`config.mk`:
```
export PLATFORM = sky130hd
export DESIGN_NAME = thread_fsm
export DESIGN_NICKNAME = d
export VERILOG_FILES = /design/src/source/thr_pkg.sv /design/src/source/thread_fsm.sv
export SDC_FILE = /design/constraint.sdc
export NUM_CORES = 1
export LEC_CHECK = 0
export ABC_AREA = 1
export BUFFER_PORTS_ARGS = -buffer_cell sky130_fd_sc_hd__buf_2
export CAP_MARGIN = 20
export CORE_MARGIN = 2
export CORE_UTILIZATION = 52
export CTS_CLUSTER_DIAMETER = 80
export CTS_CLUSTER_SIZE = 24
export DETAILED_ROUTE_END_ITERATION = 7
export PLACE_DENSITY = 0.94
export SLEW_MARGIN = 25
export SYNTH_ARGS = -nofsm -noshare
export SYNTH_HDL_FRONTEND = slang
export SYNTH_SLANG_ARGS = --single-unit
```
`constraint.sdc`:
```
create_clock -name clk -period 4.1 [get_ports clk]
set_clock_uncertainty 0.15 [all_clocks]
set_input_delay 0.205 -clock clk [delete_from_list [all_inputs] [get_ports clk]]
set_output_delay 0.205 -clock clk [all_outputs]
set_load 0.01 [all_outputs]
```
`src/source/thr_pkg.sv`:
```
/* thread state package
   5-bit thread state encoding and the helpers that classify a state */
package thr_pkg;

   localparam int THR_STATE_W = 5;   // state register width

   // encoding kept from the original thread control register
   typedef enum logic [THR_STATE_W-1:0] {
      THR_IDLE     = 5'b00000,
      THR_HALT     = 5'b00010,
      THR_RDY      = 5'b11001,
      THR_RUN      = 5'b00101,
      THR_WAIT     = 5'b00001,
      THR_SPEC_RDY = 5'b10011,
      THR_SPEC_RUN = 5'b00111
   } thr_state_e;

   // eligible for scheduling
   function automatic logic state_is_ready(logic [THR_STATE_W-1:0] s);
      return (s == THR_RDY) || (s == THR_SPEC_RDY);
   endfunction

   // owns the fetch slot
   function automatic logic state_is_running(logic [THR_STATE_W-1:0] s);
      return (s == THR_RUN) || (s == THR_SPEC_RUN);
   endfunction

   function automatic logic state_is_legal(logic [THR_STATE_W-1:0] s);
      case (s)
         THR_IDLE, THR_HALT, THR_RDY, THR_RUN,
         THR_WAIT, THR_SPEC_RDY, THR_SPEC_RUN: return 1'b1;
         default:                              return 1'b0;   // any other code
      endcase
   endfunction

endpackage
```
`src/source/thread_fsm.sv`:
```
/* per-thread state machine
   moves one hardware thread between its seven states, debug write wins */
`timescale 1ns/1ns

module thread_fsm
   import thr_pkg::*;
(
   input  logic       clk,
   input  logic       reset,
   input  logic       completion,     // awaited op finished
   input  logic       schedule,       // picked by the thread picker
   input  logic       spec_ld,        // speculative switch in
   input  logic       ldhit,          // speculation confirmed
   input  logic       stall,          // ldmiss, imiss or trap
   input  logic       int_activate,
   input  logic       halt_thread,
   input  logic       start_thread,
   input  logic       nuke_thread,
   input  logic       thaw_thread,
   input  logic       rst_thread,
   input  logic       switch_out,     // time slice expired
   input  logic       sw_cond,        // wait for completion
   input  logic       dbg_wr_en,
   input  thr_state_e dbg_wr_data,
   output thr_state_e thr_state,
   output thr_state_e thr_nstate
);

   thr_state_e next_state;

   assign thr_nstate = next_state;

   // transition table, priority top to bottom within each state
   always_comb
   begin
      next_state = thr_state;   // hold by default
      case (thr_state)
         THR_IDLE:
         begin
            if (rst_thread || thaw_thread)
               next_state = THR_WAIT;
            else if (start_thread)
               next_state = THR_RDY;   // other events ignored while idle
         end
         THR_HALT:
         begin
            if (nuke_thread)
               next_state = THR_IDLE;
            else if (rst_thread || thaw_thread)
               next_state = THR_WAIT;
            else if (int_activate || start_thread)
               next_state = THR_RDY;
         end
         THR_RDY:
         begin
            if (stall)
               next_state = THR_WAIT;   // trap while parked
            else if (schedule)
               next_state = THR_RUN;
         end
         THR_RUN:
         begin
            if (stall || sw_cond)
               next_state = THR_WAIT;
            else if (switch_out)
               next_state = THR_RDY;    // slice used up, back in line
         end
         THR_WAIT:
         begin
            if (nuke_thread)
               next_state = THR_IDLE;
            else if (halt_thread)
               next_state = THR_HALT;
            else if (stall)
               next_state = THR_WAIT;   // still blocked
            else if (spec_ld)
               next_state = THR_SPEC_RDY;
            else if (completion)
               next_state = THR_RDY;
         end
         THR_SPEC_RDY:
         begin
            if (stall)
               next_state = THR_WAIT;
            else if (schedule && !ldhit)
               next_state = THR_SPEC_RUN;
            else if (schedule && ldhit)
               next_state = THR_RUN;    // hit arrived as it was picked
            else if (ldhit)
               next_state = THR_RDY;
         end
         THR_SPEC_RUN:
         begin
            if (stall || sw_cond)
               next_state = THR_WAIT;
            else if (ldhit && switch_out)
               next_state = THR_RDY;
            else if (ldhit)
               next_state = THR_RUN;    // speculation resolved, keep going
            else if (switch_out)
               next_state = THR_SPEC_RDY;
         end
         default:
         begin
            next_state = thr_state;
         end
      endcase
   end

   always_ff @(posedge clk)
   begin
      if (reset)
         thr_state <= THR_IDLE;
      else if (dbg_wr_en)
         thr_state <= dbg_wr_data;   // host overwrite
      else
         thr_state <= next_state;
   end

   // debug port filters codes, so only the seven encodings should ever appear
   a_state_legal: assert property (
      @(posedge clk) disable iff (reset) state_is_legal(thr_state)
   ) else $error("thread state %b is not a legal code", thr_state);

endmodule

```
Yosys cells after proc, flatten, opt, wreduce, memory -nomap -nowiden. Index checks and enable logic that the tools add are counted. W data, S select, Z words.

Order comparisons: 0. Div/mod/pow operators: 0. Bitwise gates (word level): 0. Muxes and demuxes: 24. Add/sub/neg operators: 0. Equal/unequal tests: 6. Reductions and logical operators: 8. Shift-type cells: 0. Multiply operators: 0.

Operator list (count): $mux W5 (23); $pmux W5 S7 (1); $eq A5 B3 Y1 const B (2); $eq A5 B5 Y1 const B (2); $eq A5 B1 Y1 const B (1); $eq A5 B2 Y1 const B (1); $logic_not A5 Y1 (1); $logic_and A1 B1 Y1 (3); $logic_or A1 B1 Y1 (3); $logic_not A1 Y1 (1).

Register bits: 5. Memories: 0. Output and inout port bits: 10. Latch bits: 0. ROM bits: 0. Input port bits: 21. RAM bits: 0.

Depth between registers and ports, before layout. Gate-level depths: netlist (run 1).

Depth after elaboration: 7. Gate-level depth with buffers: 11.

Worst setup path after synthesis (run 1). Ideal clock, no wire load.

Path type: register to output. Start: register thr_state[1]. End: output thr_nstate[0]. Cell stages (with the launch flop): 9. Required time: 3745 ps. Arrival time: 1156 ps. Setup slack: 2589 ps. Buffers on the path: 1. Cell sequence: dfxtp_1 -> buf_4 -> inv_2 -> nand2_1 -> nor2_2 -> nand2_1 -> a21oi_1 -> nor2_1 -> nand2_1.

Word-level cells in the longest chain between the ends: 2. Elaborated cells between the ends (all ways): 8. Classes of those cells: eq/ne (6); mux (1); reduce/logical (1).

Ends and longest elaborated chain: from (decl) (line thread_fsm.sv:25) `output thr_state_e thr_state,`; from (signal assigned) (line thread_fsm.sv:115) `thr_state <= dbg_wr_data;`; from (signal assigned) (line thread_fsm.sv:117) `thr_state <= next_state;`; $eq A5 B3 Y1 (tied with other cells) (line thread_fsm.sv:37) `case (thr_state)`; $pmux W5 S7 * (line thread_fsm.sv:37); to (decl) (line thread_fsm.sv:26) `output thr_state_e thr_nstate`.

Mark *: on every way between the ends. The rest lies on a longest branch, timed or not.

Final worst setup path (run 1).
Start: register thr_state[1]. End: output thr_nstate[2].

Same word-level chain as after synthesis.

==> flow_summary.json, run 1 <==
{
  "peakVddDrop_v": 0.000160,
  "clk_pin_slew_ns": 0.04,
  "synth_area_um2": 842,
  "seq_area_frac_synth_pct": 11.9,
  "power_frac_comb_pct": 45.9,
  "setup_viol": 0,
  "wl_per_cell_um": 12.4,
  "final_layout_size_suffix_gt1_share_pct": 25.1,
  "overflow": 0,
  "grt_first_pass_wirelength_um": 4490,
  "clockPowerShare_pct": 26.0,
  "cp.required_ns": 3.74,
  "yosysWarningCount": 0,
  "status": "finished clean",
  "post_drt_via_cell_ratio": 5.63,
  "hold_path.class": "in2reg",
  "cts_buffers": 3,
  "grt_usage_pct": 30.9,
  "cts_sinks": 5,
  "reg.largest.list": "thr_state (5)",
  "hold_start": "dbg_wr_en",
  "routabilityCongestion": 0.949,
  "die_y_um": 44.2,
  "p_int_uw": 130,
  "worstMarginPinSlew_ns": 0.455,
  "crit_path_start_kind": "register",
  "syn_area_per_cell_um2": 5.04,
  "worst-r2r-cell-count": 9,
  "yosysUniqueCellTypes": 22,
  "holdPathStages": 3,
  "rsz0062_at_grt": "false",
  "fin_nets": 221,
  "p_leak_uw": 0.000588,
  "synth_top_area_share_pct": 21.0,
  "endpoint": "thr_nstate[2]",
  "rrSetupSlack_ns": 2.37,
  "syn-num-nets": 188,
  "power_density_mw_per_mm2": 225,
  "io_buffers": 30,
  "dp_hpwl_um": 2080,
  "cts_tree": "built",
  "switching_share_pct": 43.1,
  "n_antenna_cell": 0,
  "fin_crit_sh_pct": 51.6,
  "crit_type": "reg2out",
  "grt_pass1_vias": 1140,
  "synth_area_leaders": "nand2_1 (21%), nor2_1 (16%), nand3_1 (14%)",
  "row_count": 14,
  "r2r_end": "thr_state[0]",
  "nFillCells": 135,
  "clockBufferDepth": 2,
  "largest_register_ffs": 5,
  "ys_ff_latch": 5,
  "grt_max_degree": 12,
  "wl_um": 2660,
  "hold_viol": 0,
  "drc": 0,
  "path_max_fanout": 11,
  "die-width_um": 44.2,
  "period_needed_ns": 2.12,
  "start_util_pct": 55.9,
  "drtAntennaViolNets": 0,
  "critPathLaunch": "thr_state[1]",
  "holdBufCountCts": 0,
  "max_freq_mhz": 472,
  "endpoint_kind": "output port",
  "io_pins": 31,
  "cts_resized": 0,
  "cts_setup_buffers": 0,
  "cts_root_buf": "clkbuf_4",
  "drt_first_pass_iters": 4,
  "setup_slack_ns": 1.98,
  "switchingPower_uw": 98.8,
  "placed_cells": 211,
  "syn-instance-count": 167,
  "dieArea_mm2": 0.00196,
  "dp_slack_ns": 2.31,
  "cts_max_level": 1,
  "timing.rr.start": "thr_state[1]",
  "first_iter_violations": 48,
  "antenna_found_initial": 0,
  "fin_tns_setup_ns": 0,
  "core-area_mm2": 0.00151,
  "clk_latency_ns": 0.25,
  "final_cells": 215,
  "vias": 1210,
  "p_seq_share_pct": 28.1,
  "regMostFlops": "thr_state",
  "worstPathArrival_ns": 1.76,
  "final_max_slew_viol_count": 0,
  "cap_violations": 0,
  "synth_top_cell_by_area": "nand2_1",
  "slew_headroom_pct": 69.6,
  "area_growth_pct": 20.8
}
## worst max-delay path, cell delays in order, from the launching register on
cell,delay [ns]
dfxtp_1,0.59
nand3_1,0.19
nor2_2,0.22
nand2_1,0.10
o21ai_0,0.10
nor2_1,0.09
nand2_2,0.08
buf_2,0.13
## synthesized netlist by cell type
library cell and instances:
inv_1 15, inv_2 5, nand2_1 47, clkinv_1 1
and2_1 1, o21ai_1 1, nand3_1 23, nand2_2 3
o21a_1 1, nand3b_4 1, o21ai_0 6, a21oi_1 5
nand4_1 4, o211ai_1 1, nor2_1 35, clkbuf_8 1
buf_4 1, nor2_2 7, nand3_2 1, a41o_1 1
dfxtp_1 5, nor3_1 2
## per-stage QoR
| step | hold slack, ns | util [%] | total power (µW) | instance area [µm²] |
|---|---|---|---|---|
| final | 0.0255 | 67.5 | 229 | 1020 |
| after global routing | 0.0584 | 67.5 | 246 | 1020 |
| after CTS | 0.0220 | 67.5 | 228 | 1020 |
| after detailed placement | 0.280 | 65.8 | 167 | 991 |
| after global placement | 0.274 | 65.8 | 166 | 991 |
| after floorplan | 0.168 | - | 133 | 842 |
## how the worst min path moves through the flow
| stage | to | slack (ns) |
|---|---|---|
| floorplan | thr_state[2] | 0.17 |
| global placement | thr_state[2] | 0.27 |
| detailed placement | thr_state[2] | 0.28 |
| CTS | thr_state[2] | 0.02 |
| global route | thr_state[2] | 0.06 |
| finish | thr_state[2] | 0.03 |
## metal layers
layer / vias to the layer above / GRT usage (%) / wire length (µm)
li1: 598 / - / -
met1: 513 / 35.8 / 1040
met2: 82 / 50.9 / 1240
met3: 17 / 3.27 / 251
met4: 0 / 25.5 / 121
met5: - / 0 / 0
## power groups by stage
stage	clock, µW	sequential, µW	combinational [µW]
floorplan	0	61.0	71.9
global placement	0	64.4	101
detailed placement	0	64.6	103
CTS	60.3	63.7	104
global route	63.6	64.7	118
finish	59.6	64.4	105
## cell type report
class	instances	area (µm²)	area share, %
multi-input cells	139	642	63.1
repair buffers	30	150	14.8
flip-flops and latches	5	100	9.84
inverters	21	78.8	7.75
clock buffers	4	26.3	2.58
well taps	16	20.0	1.97
## layout by cell type, fill, tap and decap left out
cell type  Yosys  final
inv_2          5      5
o21ai_0        6      6
nand3_2        1      1
nand2_2        3      3
clkbuf_4       0      3
o21ai_1        1      1
clkinv_1       1      1
dfxtp_1        5      5
o211ai_1       1      1
and2_1         1      1
nor3_1         2      2
nor2_1        35     35
nand3_1       23     23
nand2_1       47     47
a21oi_1        5      5
inv_1         15     15
nand3b_4       1      1
nor2_2         7      7
nand4_1        4      4
clkbuf_1       0      1
buf_2          0     30
a41o_1         1      1
o21a_1         1      1
## kinds of logic after synthesis
logic type,synth area share [%]
AND/OR/NAND/NOR,66.1
buffers and inverters,11.9
AO/OA/AOI/OAI,10.1
flip-flops,11.9
Note: power is estimated with default switching activity, not from simulation.
==> inputs of run 2 (changes only) <==
ABC_AREA = 0   (was 1)
CORE_UTILIZATION = 44   (was 52)
PLACE_DENSITY = 0.87   (was 0.94)
clock period = 2.2 ns   (was 4.1 ns; I/O delays follow)
==> run 2 against run 1 <==
  * Via count fell by 39%
  * Register-to-register slack lost 1.9 ns
  * Non-clock buffer count up 3
  * Sequential cell count stayed put
  * First-iteration DRC count fell by 38%
  * Cell count decreased by 41%
  * Largest power group unchanged
  * Highest routed layer unchanged
  * Critical endpoint is now thr_nstate[3]
  * Combinational power is 56% higher
  * Wire length fell by 38%
  * Die area decreased by 12%
  * Setup slack worse by 1.9 ns
  * Critical path depth decreased by 1
  * Clock power is 76% higher
==> flow_summary.json, run 2 <==
{
  "status": "finished clean",
  "area_growth_pct": 34.7,
  "fin_nets": 134,
  "syn-instance-count": 78,
  "grt_pass1_vias": 682,
  "layout_common_cells": "buf_2 (30), nand2b_1 (7), nor2_1 (6), nand2_1 (6)",
  "ys_ff_latch": 5,
  "final_layout_size_suffix_gt1_share_pct": 40.2,
  "cp.required_ns": 1.94,
  "worstMarginPinSlew_ns": 0.454,
  "fin_tns_setup_ns": 0,
  "vias": 737,
  "synth_ff_type": "dfxtp_1",
  "dieArea_mm2": 0.00172,
  "cpMaxStageDelayCell": "dfxtp_1",
  "period_needed_ns": 2.07,
  "grt_max_degree": 15,
  "wl_um": 1640,
  "synth_top_cell_by_area": "dfxtp_1",
  "drtAntennaViolNets": 0,
  "crit_chain": "nor2b_1 > nand3_1 > o22ai_1 > o22ai_1 > nor2_1 > buf_2",
  "critPathMaxStageDelay_ns": 0.53,
  "p_leak_uw": 0.000386,
  "core-area_mm2": 0.00130,
  "grt_first_pass_wirelength_um": 2660,
  "largest_register_ffs": 5,
  "power_density_mw_per_mm2": 471,
  "die_y_um": 41.5,
  "yosysMostFrequentCell": "nand2b_1",
  "dp_hpwl_um": 1300,
  "io_pins": 31,
  "cts_tree": "built",
  "cts_buffers": 3,
  "synth-async-reset-ratio_pct": 0,
  "worstPathArrival_ns": 1.81,
  "max_freq_mhz": 483,
  "crit_path_start_kind": "register",
  "post_drt_via_cell_ratio": 5.80,
  "drc": 0,
  "synth_area_leaders": "dfxtp_1 (16%), nand2b_1 (7.1%), o41ai_2 (5.3%)",
  "clk_pin_slew_ns": 0.05,
  "setup_viol": 0,
  "syn-num-nets": 99,
  "synth_area_um2": 619,
  "yosys-top-cells-count": "nand2b_1 (7), nand2_1 (6), nor2_1 (6)",
  "regMostFlops": "thr_state",
  "io_buffers": 30,
  "hold_path.class": "in2reg",
  "drt_first_pass_iters": 6,
  "cts_sinks": 5,
  "timing.hold.ws_ns": 0.00304,
  "yosysWarningCount": 0,
  "endpoint_kind": "output port",
  "row_count": 13,
  "synth_edf_count": 0,
  "wl_per_cell_um": 12.9,
  "n_antenna_cell": 0,
  "slew_headroom_pct": 69.7,
  "first_iter_violations": 30,
  "clk_latency_ns": 0.24,
  "start_util_pct": 47.6,
  "final_max_slew_viol_count": 0,
  "clockBufferDepth": 2,
  "yosysUniqueCellTypes": 35,
  "final_common_cell": "buf_2",
  "syn_area_per_cell_um2": 7.94,
  "grt_usage_pct": 19.4,
  "synth_top_area_share_pct": 16.2,
  "peakVddDrop_v": 0.000377,
  "seq_area_frac_synth_pct": 16.2,
  "hold_viol": 0,
  "antenna_found_initial": 0,
  "cap_violations": 0,
  "die-width_um": 41.5,
  "rsz0062_at_grt": "false",
  "path_max_fanout": 11,
  "routabilityCongestion": 0.867,
  "overflow": 0,
  "utilization_pct": 64.1,
  "cts_root_buf": "clkbuf_4",
  "cpMostUsedCell": "o22ai_1",
  "cts_max_level": 1,
  "fin_crit_sh_pct": 94.1,
  "crit_type": "reg2out",
  "reg.largest.list": "thr_state (5)",
  "nFillCells": 117
}
[run 2: changes by cell type after synthesis, moves of 5 or more]
cell	delta
nand2_1	-41
nand2b_1	+7
nor2_2	-7
nand3_1	-19
nor2_1	-29
inv_2	-5
inv_1	-11
[run 2: worst paths after layout]
check	start	to	slack (ns)	cells past startpoint
worst max-delay path	thr_state[2]	thr_nstate[3]	0.13	6
worst min-delay path	dbg_wr_en	thr_state[3]	0.003	2
worst max register to register	thr_state[4]	thr_state[3]	0.43	4
worst min register to register	thr_state[1]	thr_state[1]	0.56	3
[run 2: where the power goes]
part           total, µW  leakage (µW)  internal, µW  switching [µW]
Combinational        164      0.000329          83.7            80.2
Clock                105     0.0000150          68.5            36.6
Sequential           124     0.0000422          99.6            24.7
Total                393      0.000386           252             142
[run 2: layout make-up]
class / count / area (µm²) / share of cell area (%)
multi-input combinational: 66 / 492 / 58.9
timing repair buffer: 33 / 180 / 21.6
sequential: 5 / 103 / 12.3
clock buffer: 4 / 26.3 / 3.15
tap: 15 / 18.8 / 2.25
inverter: 4 / 15.0 / 1.80
[run 2: cell families (layout without fill, tap and decap cells)]
family,count (synthesis),in the layout,synth area share (%)
compound gates,24,24,32.5
flops,5,5,16.2
mux,1,1,1.82
buf+inv,7,41,4.85
xor+xnor,1,1,1.41
simple gates,40,40,43.2
[run 2: repair_timing]
action / CTS / global route
hold buffers: 3 / 0
resized for setup: 0 / 3
endpoints found under the setup margin: 0 / 1
hold endpoints to repair: 2 / 0
buffers inserted: 0 / 0
[run 2: stage by stage]
stage / cells / instance area, µm² / setup WS [ns] / power, µW
5_1_grt: 127 / 835 / 0.000729 / 420
2_1_floorplan: 78 / 619 / 0.484 / 225
3_5_place_dp: 120 / 773 / 0.317 / 283
6_report: 127 / 835 / 0.129 / 393
3_3_place_gp: 120 / 773 / 0.375 / 278
4_1_cts: 127 / 830 / 0.0593 / 394
[run 2: worst max-delay path, delay by kind of cell (launching register included)]
kind	cells	cell delay, ns
flip-flops	1	0.53
AND/OR/NAND/NOR	3	0.46
AO/OA/AOI/OAI	2	0.44
buffers and inverters	1	0.14
[run 2: layer usage]
| layer | GRT usage (%) | wire length (µm) | part of all wire [%] |
|---|---|---|---|
| met1 | 21.2 | 660 | 40 |
| met5 | 0 | 0 | 0 |
| met3 | 3.48 | 117 | 7.1 |
| met4 | 11.0 | 10 | 0.61 |
| met2 | 34.7 | 852 | 52 |
