### src/source/wb_pkg.sv
/* wishbone debug bus package
   bus widths and the register map of the thread debug port */
package wb_pkg;

   localparam int WB_ADDR_W = 4;   // 16 registers
   localparam int WB_DATA_W = 8;

   // thread state registers live at 0 .. NUM_THREADS-1
   localparam logic [WB_ADDR_W-1:0] DBG_STATUS_ADDR = 4'd15;   // read only

   // status register layout
   localparam int DBG_RUN_VALID_BIT = 7;
   localparam int DBG_RUN_ID_W      = 3;   // run_id in bits 2:0

endpackage

### src/source/thr_pkg.sv
/* thread state package
   5-bit thread state encoding and the helpers that classify a state */
package thr_pkg;

   localparam int THR_STATE_W = 5;   // state register width

   // encoding kept from the original thread control register
   typedef enum logic [THR_STATE_W-1:0] {
      THR_IDLE     = 5'b00000,
      THR_HALT     = 5'b00010,
      THR_RDY      = 5'b11001,
      THR_RUN      = 5'b00101,
      THR_WAIT     = 5'b00001,
      THR_SPEC_RDY = 5'b10011,
      THR_SPEC_RUN = 5'b00111
   } thr_state_e;

   // eligible for scheduling
   function automatic logic state_is_ready(logic [THR_STATE_W-1:0] s);
      return (s == THR_RDY) || (s == THR_SPEC_RDY);
   endfunction

   // owns the fetch slot
   function automatic logic state_is_running(logic [THR_STATE_W-1:0] s);
      return (s == THR_RUN) || (s == THR_SPEC_RUN);
   endfunction

   function automatic logic state_is_legal(logic [THR_STATE_W-1:0] s);
      case (s)
         THR_IDLE, THR_HALT, THR_RDY, THR_RUN,
         THR_WAIT, THR_SPEC_RDY, THR_SPEC_RUN: return 1'b1;
         default:                              return 1'b0;   // any other code
      endcase
   endfunction

endpackage
### src/source/thread_dbg_wb.sv
/* thread debug port
   wishbone classic slave to read thread states and overwrite parked threads */
`timescale 1ns/1ns

module thread_dbg_wb
   import thr_pkg::*;
   import wb_pkg::*;
#(
   parameter  int NUM_THREADS = 4,
   localparam int IDX_W       = $clog2(NUM_THREADS)
)
(
   input  logic                                    clk,
   input  logic                                    reset,
   input  logic                                    wb_cyc,
   input  logic                                    wb_stb,
   input  logic                                    wb_we,
   input  logic [WB_ADDR_W-1:0]                    wb_adr,
   input  logic [WB_DATA_W-1:0]                    wb_dat_w,
   input  logic [NUM_THREADS-1:0][THR_STATE_W-1:0] thread_states,
   input  logic                                    run_valid,
   input  logic [IDX_W-1:0]                        run_id,
   output logic [WB_DATA_W-1:0]                    wb_dat_r,
   output logic                                    wb_ack,
   output logic [NUM_THREADS-1:0]                  dbg_wr_en,     // one-hot
   output thr_state_e                              dbg_wr_data
);

   logic                   req;         // new request this cycle
   logic                   is_thread;
   logic [IDX_W-1:0]       addr_idx;
   logic [THR_STATE_W-1:0] wr_code;
   logic                   wr_ok;
   logic [WB_DATA_W-1:0]   rd_data;

   assign req       = wb_cyc && wb_stb && !wb_ack;   // ack cycle ends the request
   assign is_thread = (wb_adr < WB_ADDR_W'(NUM_THREADS));
   assign addr_idx  = wb_adr[IDX_W-1:0];
   assign wr_code   = wb_dat_w[THR_STATE_W-1:0];

   // rejected writes still get their ack
   assign wr_ok = req && wb_we && is_thread
                  && state_is_legal(wr_code)
                  && !state_is_running(wr_code)                 // host never starts a thread
                  && !state_is_running(thread_states[addr_idx]);

   assign dbg_wr_data = thr_state_e'(wr_code);

   always_comb
   begin
      for (int i = 0; i < NUM_THREADS; i++)
         dbg_wr_en[i] = wr_ok && (addr_idx == IDX_W'(i));
   end

   // read mux, unmapped addresses give zero
   always_comb
   begin
      rd_data = '0;
      if (is_thread)
         rd_data[THR_STATE_W-1:0] = thread_states[addr_idx];
      else if (wb_adr == DBG_STATUS_ADDR)
      begin
         rd_data[DBG_RUN_VALID_BIT]  = run_valid;
         rd_data[DBG_RUN_ID_W-1:0]   = DBG_RUN_ID_W'(run_id);
      end
   end

   always_ff @(posedge clk)
   begin
      if (reset)
         wb_ack <= 1'b0;
      else
         wb_ack <= req;   // single cycle pulse
   end

   always_ff @(posedge clk)
   begin
      if (req)
         wb_dat_r <= rd_data;   // valid with ack
   end

   // accepted write is visible in the addressed thread from the ack edge on
   a_wr_lands: assert property (
      @(posedge clk) disable iff (reset)
         wr_ok |=> (thread_states[$past(addr_idx)] == $past(wr_code))
   ) else $error("debug write to thread %0d did not take effect", $past(addr_idx));

endmodule

### config.mk
export PLATFORM = sky130hd
export DESIGN_NAME = thread_dbg_wb
export DESIGN_NICKNAME = d
export VERILOG_FILES = /design/src/source/wb_pkg.sv /design/src/source/thr_pkg.sv /design/src/source/thread_dbg_wb.sv
export SDC_FILE = /design/constraint.sdc
export NUM_CORES = 1
export LEC_CHECK = 0
export BUFFER_PORTS_ARGS = -buffer_cell sky130_fd_sc_hd__buf_2
export CORE_ASPECT_RATIO = 1.4
export CORE_MARGIN = 2
export CORE_UTILIZATION = 30
export DETAILED_ROUTE_END_ITERATION = 8
export PLACE_DENSITY = 0.68
export RECOVER_POWER = 100
export SLEW_MARGIN = 20
export SYNTH_ARGS = -nofsm -noshare
export SYNTH_HDL_FRONTEND = slang
export SYNTH_SLANG_ARGS = --single-unit
### constraint.sdc
create_clock -name clk -period 3.8 [get_ports clk]
set_input_delay 0.38 -clock clk [delete_from_list [all_inputs] [get_ports clk]]
set_output_delay 0.38 -clock clk [all_outputs]
set_load 0.1 [all_outputs]
## Word-level counts from Yosys, hierarchy flattened

Index checks and enable logic that the tools add are counted.

- Bitwise gates (word level): 1
- Magnitude comparators: 2
- Muxes and demuxes: 5
- Equal/unequal tests: 12
- Reductions and logical operators: 20

Operators by type and width:

| kind | count |
|---|---|
| $eq A5 B3 Y1 const B | 4 |
| $logic_and A1 B1 Y1 | 11 |
| $bmux W5 S2 | 1 |
| $eq A5 B5 Y1 const B | 2 |
| $reduce_or A7 Y1 | 1 |
| $eq A5 B1 Y1 const B | 1 |
| $eq A5 B2 Y1 const B | 1 |
| $logic_not A5 Y1 | 1 |
| $mux W5 | 1 |
| $eq A2 B2 Y1 const B | 2 |
| $eq A4 B4 Y1 const B | 1 |
| $lt A4 B3 Y1 const B | 1 |
| $logic_not A1 Y1 | 3 |
| $lt A2 B3 Y1 const B | 1 |
| $mux W3 | 1 |
| $eq A2 B1 Y1 const B | 1 |
| $logic_not A2 Y1 | 1 |
| $logic_or A1 B1 Y1 | 2 |
| $mux W2 | 1 |
| $reduce_or A2 Y1 | 1 |
| $mux W1 | 1 |
| $not A1 Y1 | 1 |

- Logic and storage cells: 44
- Input bits: 40
- Register bits after elaboration: 7

## Logic depth before layout (Yosys ltp)

Gate-level depths: netlist of the first run.

- Word-level depth: 8
- Gate-level depth with buffers: 4
- Depth with buffers taken out: 3

## Worst setup path after synthesis of the first run

OpenSTA, ideal clock, no wires.

- Path kind: flip-flop to output port
- Start point: register wb_ack
- End point: output dbg_wr_en[1]
- Data arrival time: 4.226 ns
- Cell stages (with the launch flop): 4
- Path slack: -0.806 ns
- Buffers on the path: 0
- Required time: 3.420 ns
- Cells stage by stage: dfxtp_1 -> and3b_1 -> nand4b_1 -> nor4_1

- Word-level cells in the longest chain between the ends: 8

RTL lines:

| item | line | RTL |
|---|---|---|
| from (decl) | thread_dbg_wb.sv:24 | `output logic wb_ack,` |
| from (signal assigned) | thread_dbg_wb.sv:73 | `wb_ack <= req;` |
| $logic_not A1 Y1 | thread_dbg_wb.sv:36 | `assign req = wb_cyc && wb_stb && !wb_ack;` |
| $logic_and A1 B1 Y1 | thread_dbg_wb.sv:36 |  |
| via req | thread_dbg_wb.sv:29 | `logic req;` |
| $logic_and A1 B1 Y1 (2 in a row) | thread_dbg_wb.sv:42 | `assign wr_ok = req && wb_we && is_thread` |
| $logic_and A1 B1 Y1 | thread_dbg_wb.sv:43 | `&& state_is_legal(wr_code)` |
| $logic_and A1 B1 Y1 | thread_dbg_wb.sv:44 | `&& !state_is_running(wr_code)` |
| $logic_and A1 B1 Y1 | thread_dbg_wb.sv:45 | `&& !state_is_running(thread_states[addr_idx]);` |
| $logic_and A1 B1 Y1 | thread_dbg_wb.sv:52 | `dbg_wr_en[i] = wr_ok && (addr_idx == IDX_W'(i));` |
| to (decl) | thread_dbg_wb.sv:25 | `output logic [NUM_THREADS-1:0] dbg_wr_en,` |

The timed path passes the listed nets, and every way through them passes these cells.

## Worst setup path in the final report of the first run

- Start point: input wb_adr[0]
- End point: output dbg_wr_en[0]

- Word-level cells in the longest chain between the ends: 7
- Elaborated cells between the ends (all ways): 13

RTL lines:

| item | line | RTL |
|---|---|---|
| from (decl) | thread_dbg_wb.sv:18 | `input logic [WB_ADDR_W-1:0] wb_adr,` |
| $bmux W5 S2 | thread_dbg_wb.sv:45 |  |
| $mux W5 (not written as such) | thread_dbg_wb.sv:45 |  |
| $eq A5 B3 Y1 | thr_pkg.sv:25 | `return (s == THR_RUN) \|\| (s == THR_SPEC_RUN);` |
| $logic_or A1 B1 Y1 | thr_pkg.sv:25 |  |
| $logic_not A1 Y1 | thread_dbg_wb.sv:45 |  |
| $logic_and A1 B1 Y1 | thread_dbg_wb.sv:45 |  |
| $logic_and A1 B1 Y1 * | thread_dbg_wb.sv:52 |  |

Mark *: on every way between the ends. The rest lies on a longest branch, timed or not. The select of a mux whose other input is x is not followed.

==> results.json, run 1 <==
{
  "post_synth_num_cell_types": 23,
  "synth.top_cell.area_share": 0.312,
  "grt_start_max_net_pins": 10,
  "drive_above_1_share": 0.474,
  "crit-reg2reg-capture": "wb_dat_r[7]",
  "critPathBufInv": 2,
  "n_antenna_cell": 0,
  "clkSlewWorstSetupHoldPaths_ns": 0.05,
  "grt_pass1_wl_um": 1900,
  "worstHoldPathType": "in -> reg",
  "setup_viol": 0,
  "ys_seq_area_frac": 0.347,
  "die_height_um": 55.9,
  "avgRoutedWirePerCell_um": 10.9,
  "cts_num_sinks": 7,
  "setup.worst_path.end_class": "output port",
  "holdWs_ns": 0.276,
  "setup.worst_path.start": "wb_adr[0]",
  "grtUsageTotal": 0.122,
  "final.setup.tns_ns": 0,
  "detail_route.drc_violations": 0,
  "hold_viol_final": 0,
  "worst_pin_slew_ns": 1.16,
  "row_count": 18,
  "fraction_of_registers_with_async_set_or_reset_after_synthesis": 0,
  "max-vdd-ir-drop_mv": 0.101,
  "worst_path_largest_cell_delay_ns": 0.88,
  "run_status": "completed",
  "final_nets": 136,
  "cp_slowest_cell": "clkbuf_1",
  "cp.required_ns": 3.42,
  "netlist_area_um2": 577,
  "detail_route.wirelength_um": 1250,
  "initial_core_utilization": 0.324,
  "synthDominantAreaCellType": "edfxtp_1",
  "cts_tree": "yes",
  "final_period_minus_worst_setup_slack_ns": 3.09,
  "cts_max_path_buffers": 2,
  "critical_path.reg2reg.startpoint": "wb_ack",
  "hpwl_um": 1100,
  "max_clock_freq_mhz": 324,
  "maxCapViolCount": 0,
  "fp.coreArea_um2": 1780,
  "antenna_found_initial": 0,
  "postSynthRegisterBits": 7,
  "setup_repair_after_global_routing_missed_its_margin": "false",
  "dieArea_um2": 2290,
  "number_of_h_tree_levels": 1,
  "worst-path-max-fanout": 9,
  "post_drt_via_cell_ratio": 4.93,
  "r2r_cells": 1,
  "grt_pass1_vias": 508,
  "synth_area_leaders": "edfxtp_1 31%, mux4_1 14%, buf_4 9.1%, mux4_2 7.8%, and2_1 4.3%",
  "cellPowerDensity_nw_per_um2": 322,
  "postSynth.topFlopCell": "edfxtp_1",
  "fp.dieW_um": 41.1,
  "setup.reg_to_reg.worst_slack_ns": 2.77,
  "cts_setup_buffers": 0,
  "detailedRoute.firstIterationViolations": 2,
  "critical_path_arrival_ns": 2.71,
  "worstHoldPathCells": 2,
  "drt.antenna.violating_nets": 0,
  "route.vias.total": 567,
  "area_growth_syn_to_layout_pct": 39.9,
  "postLayoutCoreUtil": 0.454,
  "synth.yosys.warnings": 0,
  "holdPathEnd": "wb_ack",
  "synth_edf_count": 6,
  "finClkSkew_ns": 0.000575,
  "critical-path-top-delay-family": "buffers and inverters",
  "n_fill_cell": 180,
  "power_uw": 260,
  "cts_buffers": 3,
  "period_share": 0.813,
  "ioPinCount": 58,
  "ctsHoldBuffers": 0,
  "detail_route.first_pass.iterations": 5,
  "globalplace.congestion": 0.631,
  "maxSlewHeadroom": 0.228,
  "min-delay-start": "reset",
  "place.port_buffers": 52,
  "synth.avg_cell_area_um2": 12.3,
  "power.leakage_nw": 0.362,
  "cts_repair_resize_count": 0,
  "setup.worst_path.start_class": "input pin",
  "clock_insertion_delay_worst_skew_ns": 0.25,
  "clk_root_buffer_cell": "clkbuf_4",
  "global_route.overflow_total": 0,
  "syn_inst": 47,
  "finalMaxSlewViolations": 0,
  "timing.critical_path.mode_cell": "clkbuf_1",
  "cp_cell_sequence": "clkbuf_1 -> mux4_2 -> and4bb_4 -> nor4b_2 -> clkbuf_1",
  "critPathKind": "in -> out"
}
==> power by group <==
part           internal (mW)  switching, mW
logic                 0.0294         0.0756
registers             0.0881       0.000879
clock network         0.0400         0.0258
==> cells in the mapped netlist, drive strengths merged (2+ instances only) <==
library cell,count
mux4,5
a22o,2
and4b,2
nor4,3
buf,8
and2,4
nor2,3
nand2,2
edfxtp,6
==> worst max-delay path by stage <==
stage | endpoint | slack (ns) | depth (start not counted)
2_1_floorplan | dbg_wr_en[1] | -0.81 | 3
3_3_place_gp | dbg_wr_en[1] | 1.32 | 5
3_5_place_dp | dbg_wr_en[1] | 1.31 | 5
4_1_cts | dbg_wr_en[1] | 1.31 | 5
5_1_grt | dbg_wr_en[0] | 0.61 | 5
6_report | dbg_wr_en[0] | 0.71 | 5
==> per-layer routing <==
layer | vias to the layer above | track usage | wire length, um
met2 | 44 | 0.185 | 585
met3 | 4 | 0.0160 | 190
met5 | - | 0 | 0
li1 | 274 | - | -
met1 | 245 | 0.133 | 440
met4 | 0 | 0.114 | 35
==> per-stage QoR <==
stage | cells | setup slack (ns) | instance area, um^2
2_1_floorplan | 48 | -0.806 | 581
3_3_place_gp | 111 | 1.32 | 798
3_5_place_dp | 111 | 1.31 | 798
4_1_cts | 115 | 1.31 | 825
5_1_grt | 115 | 0.613 | 807
6_report | 115 | 0.712 | 807
==> flip-flops by register name, indices dropped and copies added, names as in the netlist <==
signal and cells:
wb_ack 1, wb_dat_r 6
==> cell usage in the layout (no fill, tap or decap) <==
master and n:
mux4_1 3, and4bb_4 1, and3b_1 1, nor4_1 3
buf_2 38, or2b_1 1, nand4b_1 1, conb_1 2
a22o_1 2, clkbuf_4 3, a211oi_1 1, nor3_1 1
nor2b_1 1, nand2_1 2, mux4_2 2, nor2_1 3
and2_0 1, and2_1 3, and4b_1 2, nor4b_2 1
clkbuf_1 15, dfxtp_1 1, nand2b_1 1, edfxtp_1 6
==> logic make-up (layout without fill, tap and decap cells) <==
logic type	after synthesis	count (layout)	synth area share
flip-flops	7	7	0.347
AO/OA/AOI/OAI	3	3	0.0434
buffers and inverters	9	56	0.117
other	1	2	0.00650
AND/OR/NAND/NOR	22	22	0.271
multiplexers	5	5	0.215
==> area by class of cell <==
class / count / area (um^2) / share of cell area
Multi-Input combinational cell: 32 / 313 / 0.388
Tap cell: 20 / 25.0 / 0.0310
Timing Repair Buffer: 52 / 243 / 0.301
Sequential cell: 7 / 200 / 0.248
Clock buffer: 4 / 26.3 / 0.0326
Power figures use the tool's default switching activity.
==> run 2: changes to the inputs <==
--- a/config.mk
+++ b/config.mk
@@ -5,12 +5,13 @@
 export SDC_FILE = /design/constraint.sdc
 export NUM_CORES = 1
 export LEC_CHECK = 0
+export ABC_AREA = 1
 export BUFFER_PORTS_ARGS = -buffer_cell sky130_fd_sc_hd__buf_2
 export CORE_ASPECT_RATIO = 1.4
 export CORE_MARGIN = 2
 export CORE_UTILIZATION = 30
 export DETAILED_ROUTE_END_ITERATION = 8
-export PLACE_DENSITY = 0.68
+export PLACE_DENSITY = 0.69
 export RECOVER_POWER = 100
 export SLEW_MARGIN = 20
 export SYNTH_ARGS = -nofsm -noshare
==> constraint.sdc (replaced) <==
create_clock -name clk -period 2.7 [get_ports clk]
set_input_delay 0.27 -clock clk [delete_from_list [all_inputs] [get_ports clk]]
set_output_delay 0.27 -clock clk [all_outputs]
set_load 0.1 [all_outputs]
==> run 2 against run 1 <==
Against the previous run: clock power is 43% higher; critical path depth is 5 higher; global-route usage hardly changed; clock skew is 0.0020 ns higher; routed wire length is 20% higher; highest routed layer unchanged.
==> results.json, run 2 <==
{
  "most_frequent_cell_after_synthesis": "nand2_1",
  "global_route.overflow_total": 0,
  "worst-path-max-fanout": 14,
  "ctsHoldBuffers": 0,
  "critPathCapture": "dbg_wr_en[0]",
  "hpwl_um": 1300,
  "final_period_minus_worst_setup_slack_ns": 2.15,
  "worstHoldPathType": "in -> reg",
  "place_worst_setup_slack_ns": 0.833,
  "final.setup.tns_ns": 0,
  "setup_viol": 0,
  "setup.worst_path.end_class": "output port",
  "fp.dieW_um": 42.5,
  "power.leakage_nw": 0.466,
  "cts_buffers": 3,
  "largestRegisters": "wb_dat_r (6), wb_ack (1)",
  "crit-reg2reg-capture": "wb_dat_r[2]",
  "critical_path.reg2reg.startpoint": "wb_ack",
  "synth_area_leaders": "edfxtp_1 29%, nand2_1 17%, nor2_1 10%, buf_4 8.4%, nand3_1 8.0%",
  "drt.antenna.violating_nets": 0,
  "cellPowerDensity_nw_per_um2": 441,
  "initial_core_utilization": 0.316,
  "final_nets": 187,
  "run_status": "completed",
  "syn_inst": 98,
  "globalplace.congestion": 0.733,
  "worst_slack_setup_final_ns": 0.548,
  "antenna_found_initial": 0,
  "setup.worst_path.start": "wb_adr[0]",
  "area_growth_syn_to_layout_pct": 35.7,
  "r2r_cells": 3,
  "cp.required_ns": 2.43,
  "postSynth.topFlopCell": "edfxtp_1",
  "area_occupied_by_multi_input_gates_um2": 297,
  "synth.avg_cell_area_um2": 6.36,
  "drive_above_1_share": 0.315,
  "fp.coreArea_um2": 1970,
  "synth_edf_count": 6,
  "cts_max_path_buffers": 2,
  "avgRoutedWirePerCell_um": 8.99,
  "setup_repair_after_global_routing_missed_its_margin": "false",
  "final_cell_area_um2": 846,
  "maxCapViolCount": 0,
  "post_synth_num_cell_types": 19,
  "grt_start_max_net_pins": 15,
  "number_of_h_tree_levels": 1,
  "largest-register": "wb_dat_r",
  "placed_area_um2": 836,
  "postSynthRegisterBits": 7,
  "cts_repair_resize_count": 0,
  "dieArea_um2": 2460,
  "n_antenna_cell": 0,
  "cts_setup_buffers": 0,
  "maxSlewHeadroom": 0.226,
  "worst_pin_slew_ns": 1.17,
  "register_area_um2": 200,
  "netlist_area_um2": 623,
  "detail_route.drc_violations": 0,
  "place.port_buffers": 52,
  "ys_seq_area_frac": 0.321,
  "n_fill_cell": 230,
  "setup.worst_path.start_class": "input pin",
  "finalMaxSlewViolations": 0,
  "grt_pass1_wl_um": 2360,
  "hold_viol_final": 0,
  "max_clock_freq_mhz": 465,
  "layout.cells.most_common": "buf_2",
  "route.vias.total": 721,
  "detailedRoute.firstIterationViolations": 7,
  "cts_tree": "yes",
  "row_count": 19,
  "synth.top_cell.area_share": 0.289,
  "ioPinCount": 58,
  "synth.yosys.warnings": 0,
  "post_drt_via_cell_ratio": 4.32,
  "die_height_um": 57.9,
  "detail_route.wirelength_um": 1500,
  "critical_path_arrival_ns": 1.88,
  "finClkSkew_ns": 0.00257,
  "layout.cells.most_common_list": "35 x buf_2, 28 x nand2_1, 17 x nor2_1",
  "clkSlewWorstSetupHoldPaths_ns": 0.05,
  "grtUsageTotal": 0.122,
  "power_uw": 373,
  "setup.reg_to_reg.worst_slack_ns": 1.68,
  "detail_route.first_pass.iterations": 4,
  "max-vdd-ir-drop_mv": 0.154,
  "clk_root_buffer_cell": "clkbuf_4",
  "largest_register_ff_count": 6,
  "period_share": 0.797,
  "clock_insertion_delay_worst_skew_ns": 0.25,
  "synthTopCellsByCount": "28 x nand2_1, 17 x nor2_1, 12 x inv_1",
  "fraction_of_registers_with_async_set_or_reset_after_synthesis": 0,
  "critPathKind": "in -> out",
  "cts_num_sinks": 7,
  "synthDominantAreaCellType": "edfxtp_1",
  "grt_pass1_vias": 646
}
==> run 2: worst min path at each step <==
stage	start	to	slack (ns)	cells after the start
finish	reset	wb_ack	0.17	2
CTS	reset	wb_ack	0.17	2
detailed placement	reset	wb_ack	0.43	2
global placement	reset	wb_ack	0.43	2
global route	reset	wb_ack	0.18	2
floorplan	reset	wb_ack	0.34	1
==> run 2: area by class of cell <==
type	instances	area share
Clock buffer	4	0.0311
Sequential cell	7	0.237
Tap cell	21	0.0311
Inverter	14	0.0621
Multi-Input combinational cell	69	0.351
Timing Repair Buffer	52	0.288
==> run 2: report_power, final <==
group | leakage [nW] | switching, mW | internal (mW)
logic | 0.388 | 0.119 | 0.0349
clock network | 0.0150 | 0.0375 | 0.0563
registers | 0.0631 | 0.00129 | 0.124
total | 0.466 | 0.158 | 0.215
==> run 2: kinds of logic (layout without fill, tap and decap cells) <==
group / Yosys count / in the layout / synth area share
other cells: 1 / 2 / 0.00602
flops: 7 / 7 / 0.321
buf+inv: 23 / 70 / 0.209
compound gates: 6 / 6 / 0.0502
simple gates: 61 / 61 / 0.414
==> run 2: worst max-delay path, cell delays in order <==
cell and delay [ns]:
clkbuf_1 0.43, nor2_2 0.15, nand2_1 0.09, nand2_1 0.05
nor2_1 0.13, nor2_1 0.07, nand2_1 0.07, nand2_2 0.07
nor2_1 0.09, clkbuf_2 0.46
==> run 2: per-stage QoR <==
step	std cells	hold WS, ns	utilization
after global routing	167	0.184	0.429
after CTS	167	0.170	0.437
after global placement	163	0.429	0.424
final	167	0.170	0.429
after floorplan	99	0.342	-
after detailed placement	163	0.432	0.424
==> run 2: layer usage <==
| metal | up-vias | part of all wire | track usage |
|---|---|---|---|
| met5 | - | 0 | 0 |
| met4 | 0 | 0.013 | 0.0536 |
| met3 | 3 | 0.091 | 0.0249 |
| met2 | 36 | 0.49 | 0.222 |
| met1 | 290 | 0.40 | 0.135 |
| li1 | 392 | - | - |
==> run 3: changes to the inputs <==
--- a/config.mk
+++ b/config.mk
@@ -11,7 +11,7 @@
 export CORE_MARGIN = 2
 export CORE_UTILIZATION = 30
 export DETAILED_ROUTE_END_ITERATION = 8
-export PLACE_DENSITY = 0.69
+export PLACE_DENSITY = 0.67
 export RECOVER_POWER = 100
 export SLEW_MARGIN = 20
 export SYNTH_ARGS = -nofsm -noshare
==> constraint.sdc (replaced) <==
create_clock -name clk -period 2.1 [get_ports clk]
set_input_delay 0.21 -clock clk [delete_from_list [all_inputs] [get_ports clk]]
set_output_delay 0.21 -clock clk [all_outputs]
set_load 0.1 [all_outputs]
==> run 3 against run 2 <==
Against the previous run: routed wire length grew 0.80%; clock power grew 28%; sequential power grew 29%; power grew 29%; cell count is the same; clock-buffer cell count is the same; worst hold slack lost 0.058 ns; critical path type is now reg -> out; critical endpoint unchanged.
==> results.json, run 3 (synthesis results as in run 2) <==
{
  "count_of_non_filler_cells_in_the_finished_layout": 167,
  "largest-register": "wb_dat_r",
  "max-vdd-ir-drop_mv": 0.137,
  "critPathBufInv": 1,
  "grt_start_max_net_pins": 15,
  "cts_repair_resize_count": 0,
  "detailedRoute.firstIterationViolations": 19,
  "setup.worst_path.end_class": "output port",
  "grt_pass1_wl_um": 2660,
  "power.leakage_nw": 0.470,
  "initial_core_utilization": 0.316,
  "globalplace.congestion": 0.733,
  "path_depth": 8,
  "place.detailed.instances": 163,
  "holdWs_ns": 0.112,
  "finalMaxSlewViolations": 0,
  "antenna_found_initial": 0,
  "row_count": 19,
  "n_fill_cell": 237,
  "clkSlewWorstSetupHoldPaths_ns": 0.05,
  "n_antenna_cell": 0,
  "layout.cells.most_common": "buf_2",
  "ctsHoldBuffers": 0,
  "post_drt_via_cell_ratio": 4.44,
  "grtUsageTotal": 0.139,
  "gr-max-usage-layer": "met2",
  "setup_viol": 0,
  "critical-path-top-delay-family": "simple AND/OR/NAND/NOR gates",
  "number_of_h_tree_levels": 1,
  "cts_max_path_buffers": 2,
  "cp_cell_sequence": "nor2_1 -> nand2_1 -> nor2_1 -> nand2_1 -> nor2_1 -> nand2_2 -> nor2_2 -> clkbuf_2",
  "fp.coreArea_um2": 1970,
  "max_clock_freq_mhz": 529,
  "critPathCapture": "dbg_wr_en[0]",
  "global_route.overflow_total": 0,
  "clk_root_buffer_cell": "clkbuf_4",
  "grt_util_met2": 0.257,
  "cts_num_sinks": 7,
  "cp_slowest_cell": "clkbuf_2",
  "met3_grt_util": 0.0249,
  "worstHoldPathType": "in -> reg",
  "maxSlewHeadroom": 0.221,
  "layout.cells.most_common_list": "37 x buf_2, 28 x nand2_1, 14 x nor2_1",
  "global_route.usage.met1": 0.143,
  "drive_above_1_share": 0.336,
  "period_share": 0.900,
  "worst_pin_slew_ns": 1.17,
  "register_area_um2": 200,
  "largest_register_ff_count": 6,
  "die_height_um": 57.9,
  "setup.worst_path.start": "wb_ack",
  "detail_route.drc_violations": 0,
  "avgRoutedWirePerCell_um": 9.06,
  "setup.worst_path.start_class": "register",
  "ioPinCount": 58,
  "place.port_buffers": 52,
  "worst_path_largest_cell_delay_ns": 0.45,
  "maxCapViolCount": 0,
  "detail_route.wirelength_um": 1510,
  "worst-path-max-fanout": 4,
  "fp.dieW_um": 42.5,
  "critical_path_arrival_ns": 1.68,
  "dieArea_um2": 2460,
  "critPathKind": "reg -> out",
  "area_growth_syn_to_layout_pct": 37.1,
  "finClkSkew_ns": 0.00175,
  "cts_setup_buffers": 0,
  "detail_route.first_pass.iterations": 6,
  "timing.critical_path.mode_cell": "nor2_1",
  "cts_tree": "yes",
  "critical_path.reg2reg.startpoint": "wb_ack",
  "run_status": "completed",
  "hpwl_um": 1330,
  "crit-reg2reg-capture": "wb_dat_r[3]",
  "final_nets": 187,
  "hold_viol_final": 0,
  "drt.antenna.violating_nets": 0,
  "r2r_cells": 3,
  "cellPowerDensity_nw_per_um2": 562,
  "area_occupied_by_multi_input_gates_um2": 304,
  "final_period_minus_worst_setup_slack_ns": 1.89,
  "route.vias.total": 741,
  "setup.reg_to_reg.worst_slack_ns": 1.10,
  "setup_repair_after_global_routing_missed_its_margin": "false",
  "largestRegisters": "wb_dat_r (6), wb_ack (1)",
  "cts_buffers": 3,
  "clock_insertion_delay_worst_skew_ns": 0.25,
  "grt_pass1_vias": 704,
  "cp.required_ns": 1.89
}
## run 3: how the worst min path moves through the flow
| stage | from | end | slack (ns) | cells after the start |
|---|---|---|---|---|
| floorplan | reset | wb_ack | 0.28 | 1 |
| global placement | reset | wb_ack | 0.37 | 2 |
| detailed placement | reset | wb_ack | 0.37 | 2 |
| CTS | reset | wb_ack | 0.10 | 2 |
| global route | reset | wb_ack | 0.10 | 2 |
| finish | reset | wb_ack | 0.11 | 2 |
## run 3: layout make-up
cell class	count	share of cell area
sequential	7	0.234
inverter	14	0.0615
clock buffer	4	0.0307
tap	21	0.0307
timing repair buffer	52	0.287
multi-input combinational	69	0.356
## run 3: through the flow
| stage | util | TNS (ns) | area [um^2] | power (mW) | setup WS, ns |
|---|---|---|---|---|---|
| 2_1_floorplan | - | -0.683 | 637 | 0.327 | -0.171 |
| 3_3_place_gp | 0.429 | 0 | 846 | 0.364 | 0.331 |
| 3_5_place_dp | 0.429 | 0 | 846 | 0.367 | 0.313 |
| 4_1_cts | 0.442 | 0 | 872 | 0.490 | 0.221 |
| 5_1_grt | 0.433 | 0 | 855 | 0.509 | 0.0432 |
| 6_report | 0.433 | 0 | 855 | 0.480 | 0.210 |
## run 3: report_power, final
| group | switching (mW) | internal (mW) | leakage, nW |
|---|---|---|---|
| clock network | 0.0473 | 0.0723 | 0.0150 |
| registers | 0.00159 | 0.159 | 0.0631 |
| logic | 0.154 | 0.0451 | 0.392 |
| total | 0.203 | 0.277 | 0.470 |
## run 3: worst reg2reg max path: cells and delay by family (launching register included)
family                 cells  cell delay [ns]
and+or+nand+nor            2             0.18
buffers and inverters      1             0.20
DFF                        1             0.30
## run 3: metal layers
metal  vias to the layer above  part of all wire
li1                        395                 -
met1                       313              0.38
met2                        31              0.52
met3                         2             0.081
met4                         0             0.013
met5                         -                 0
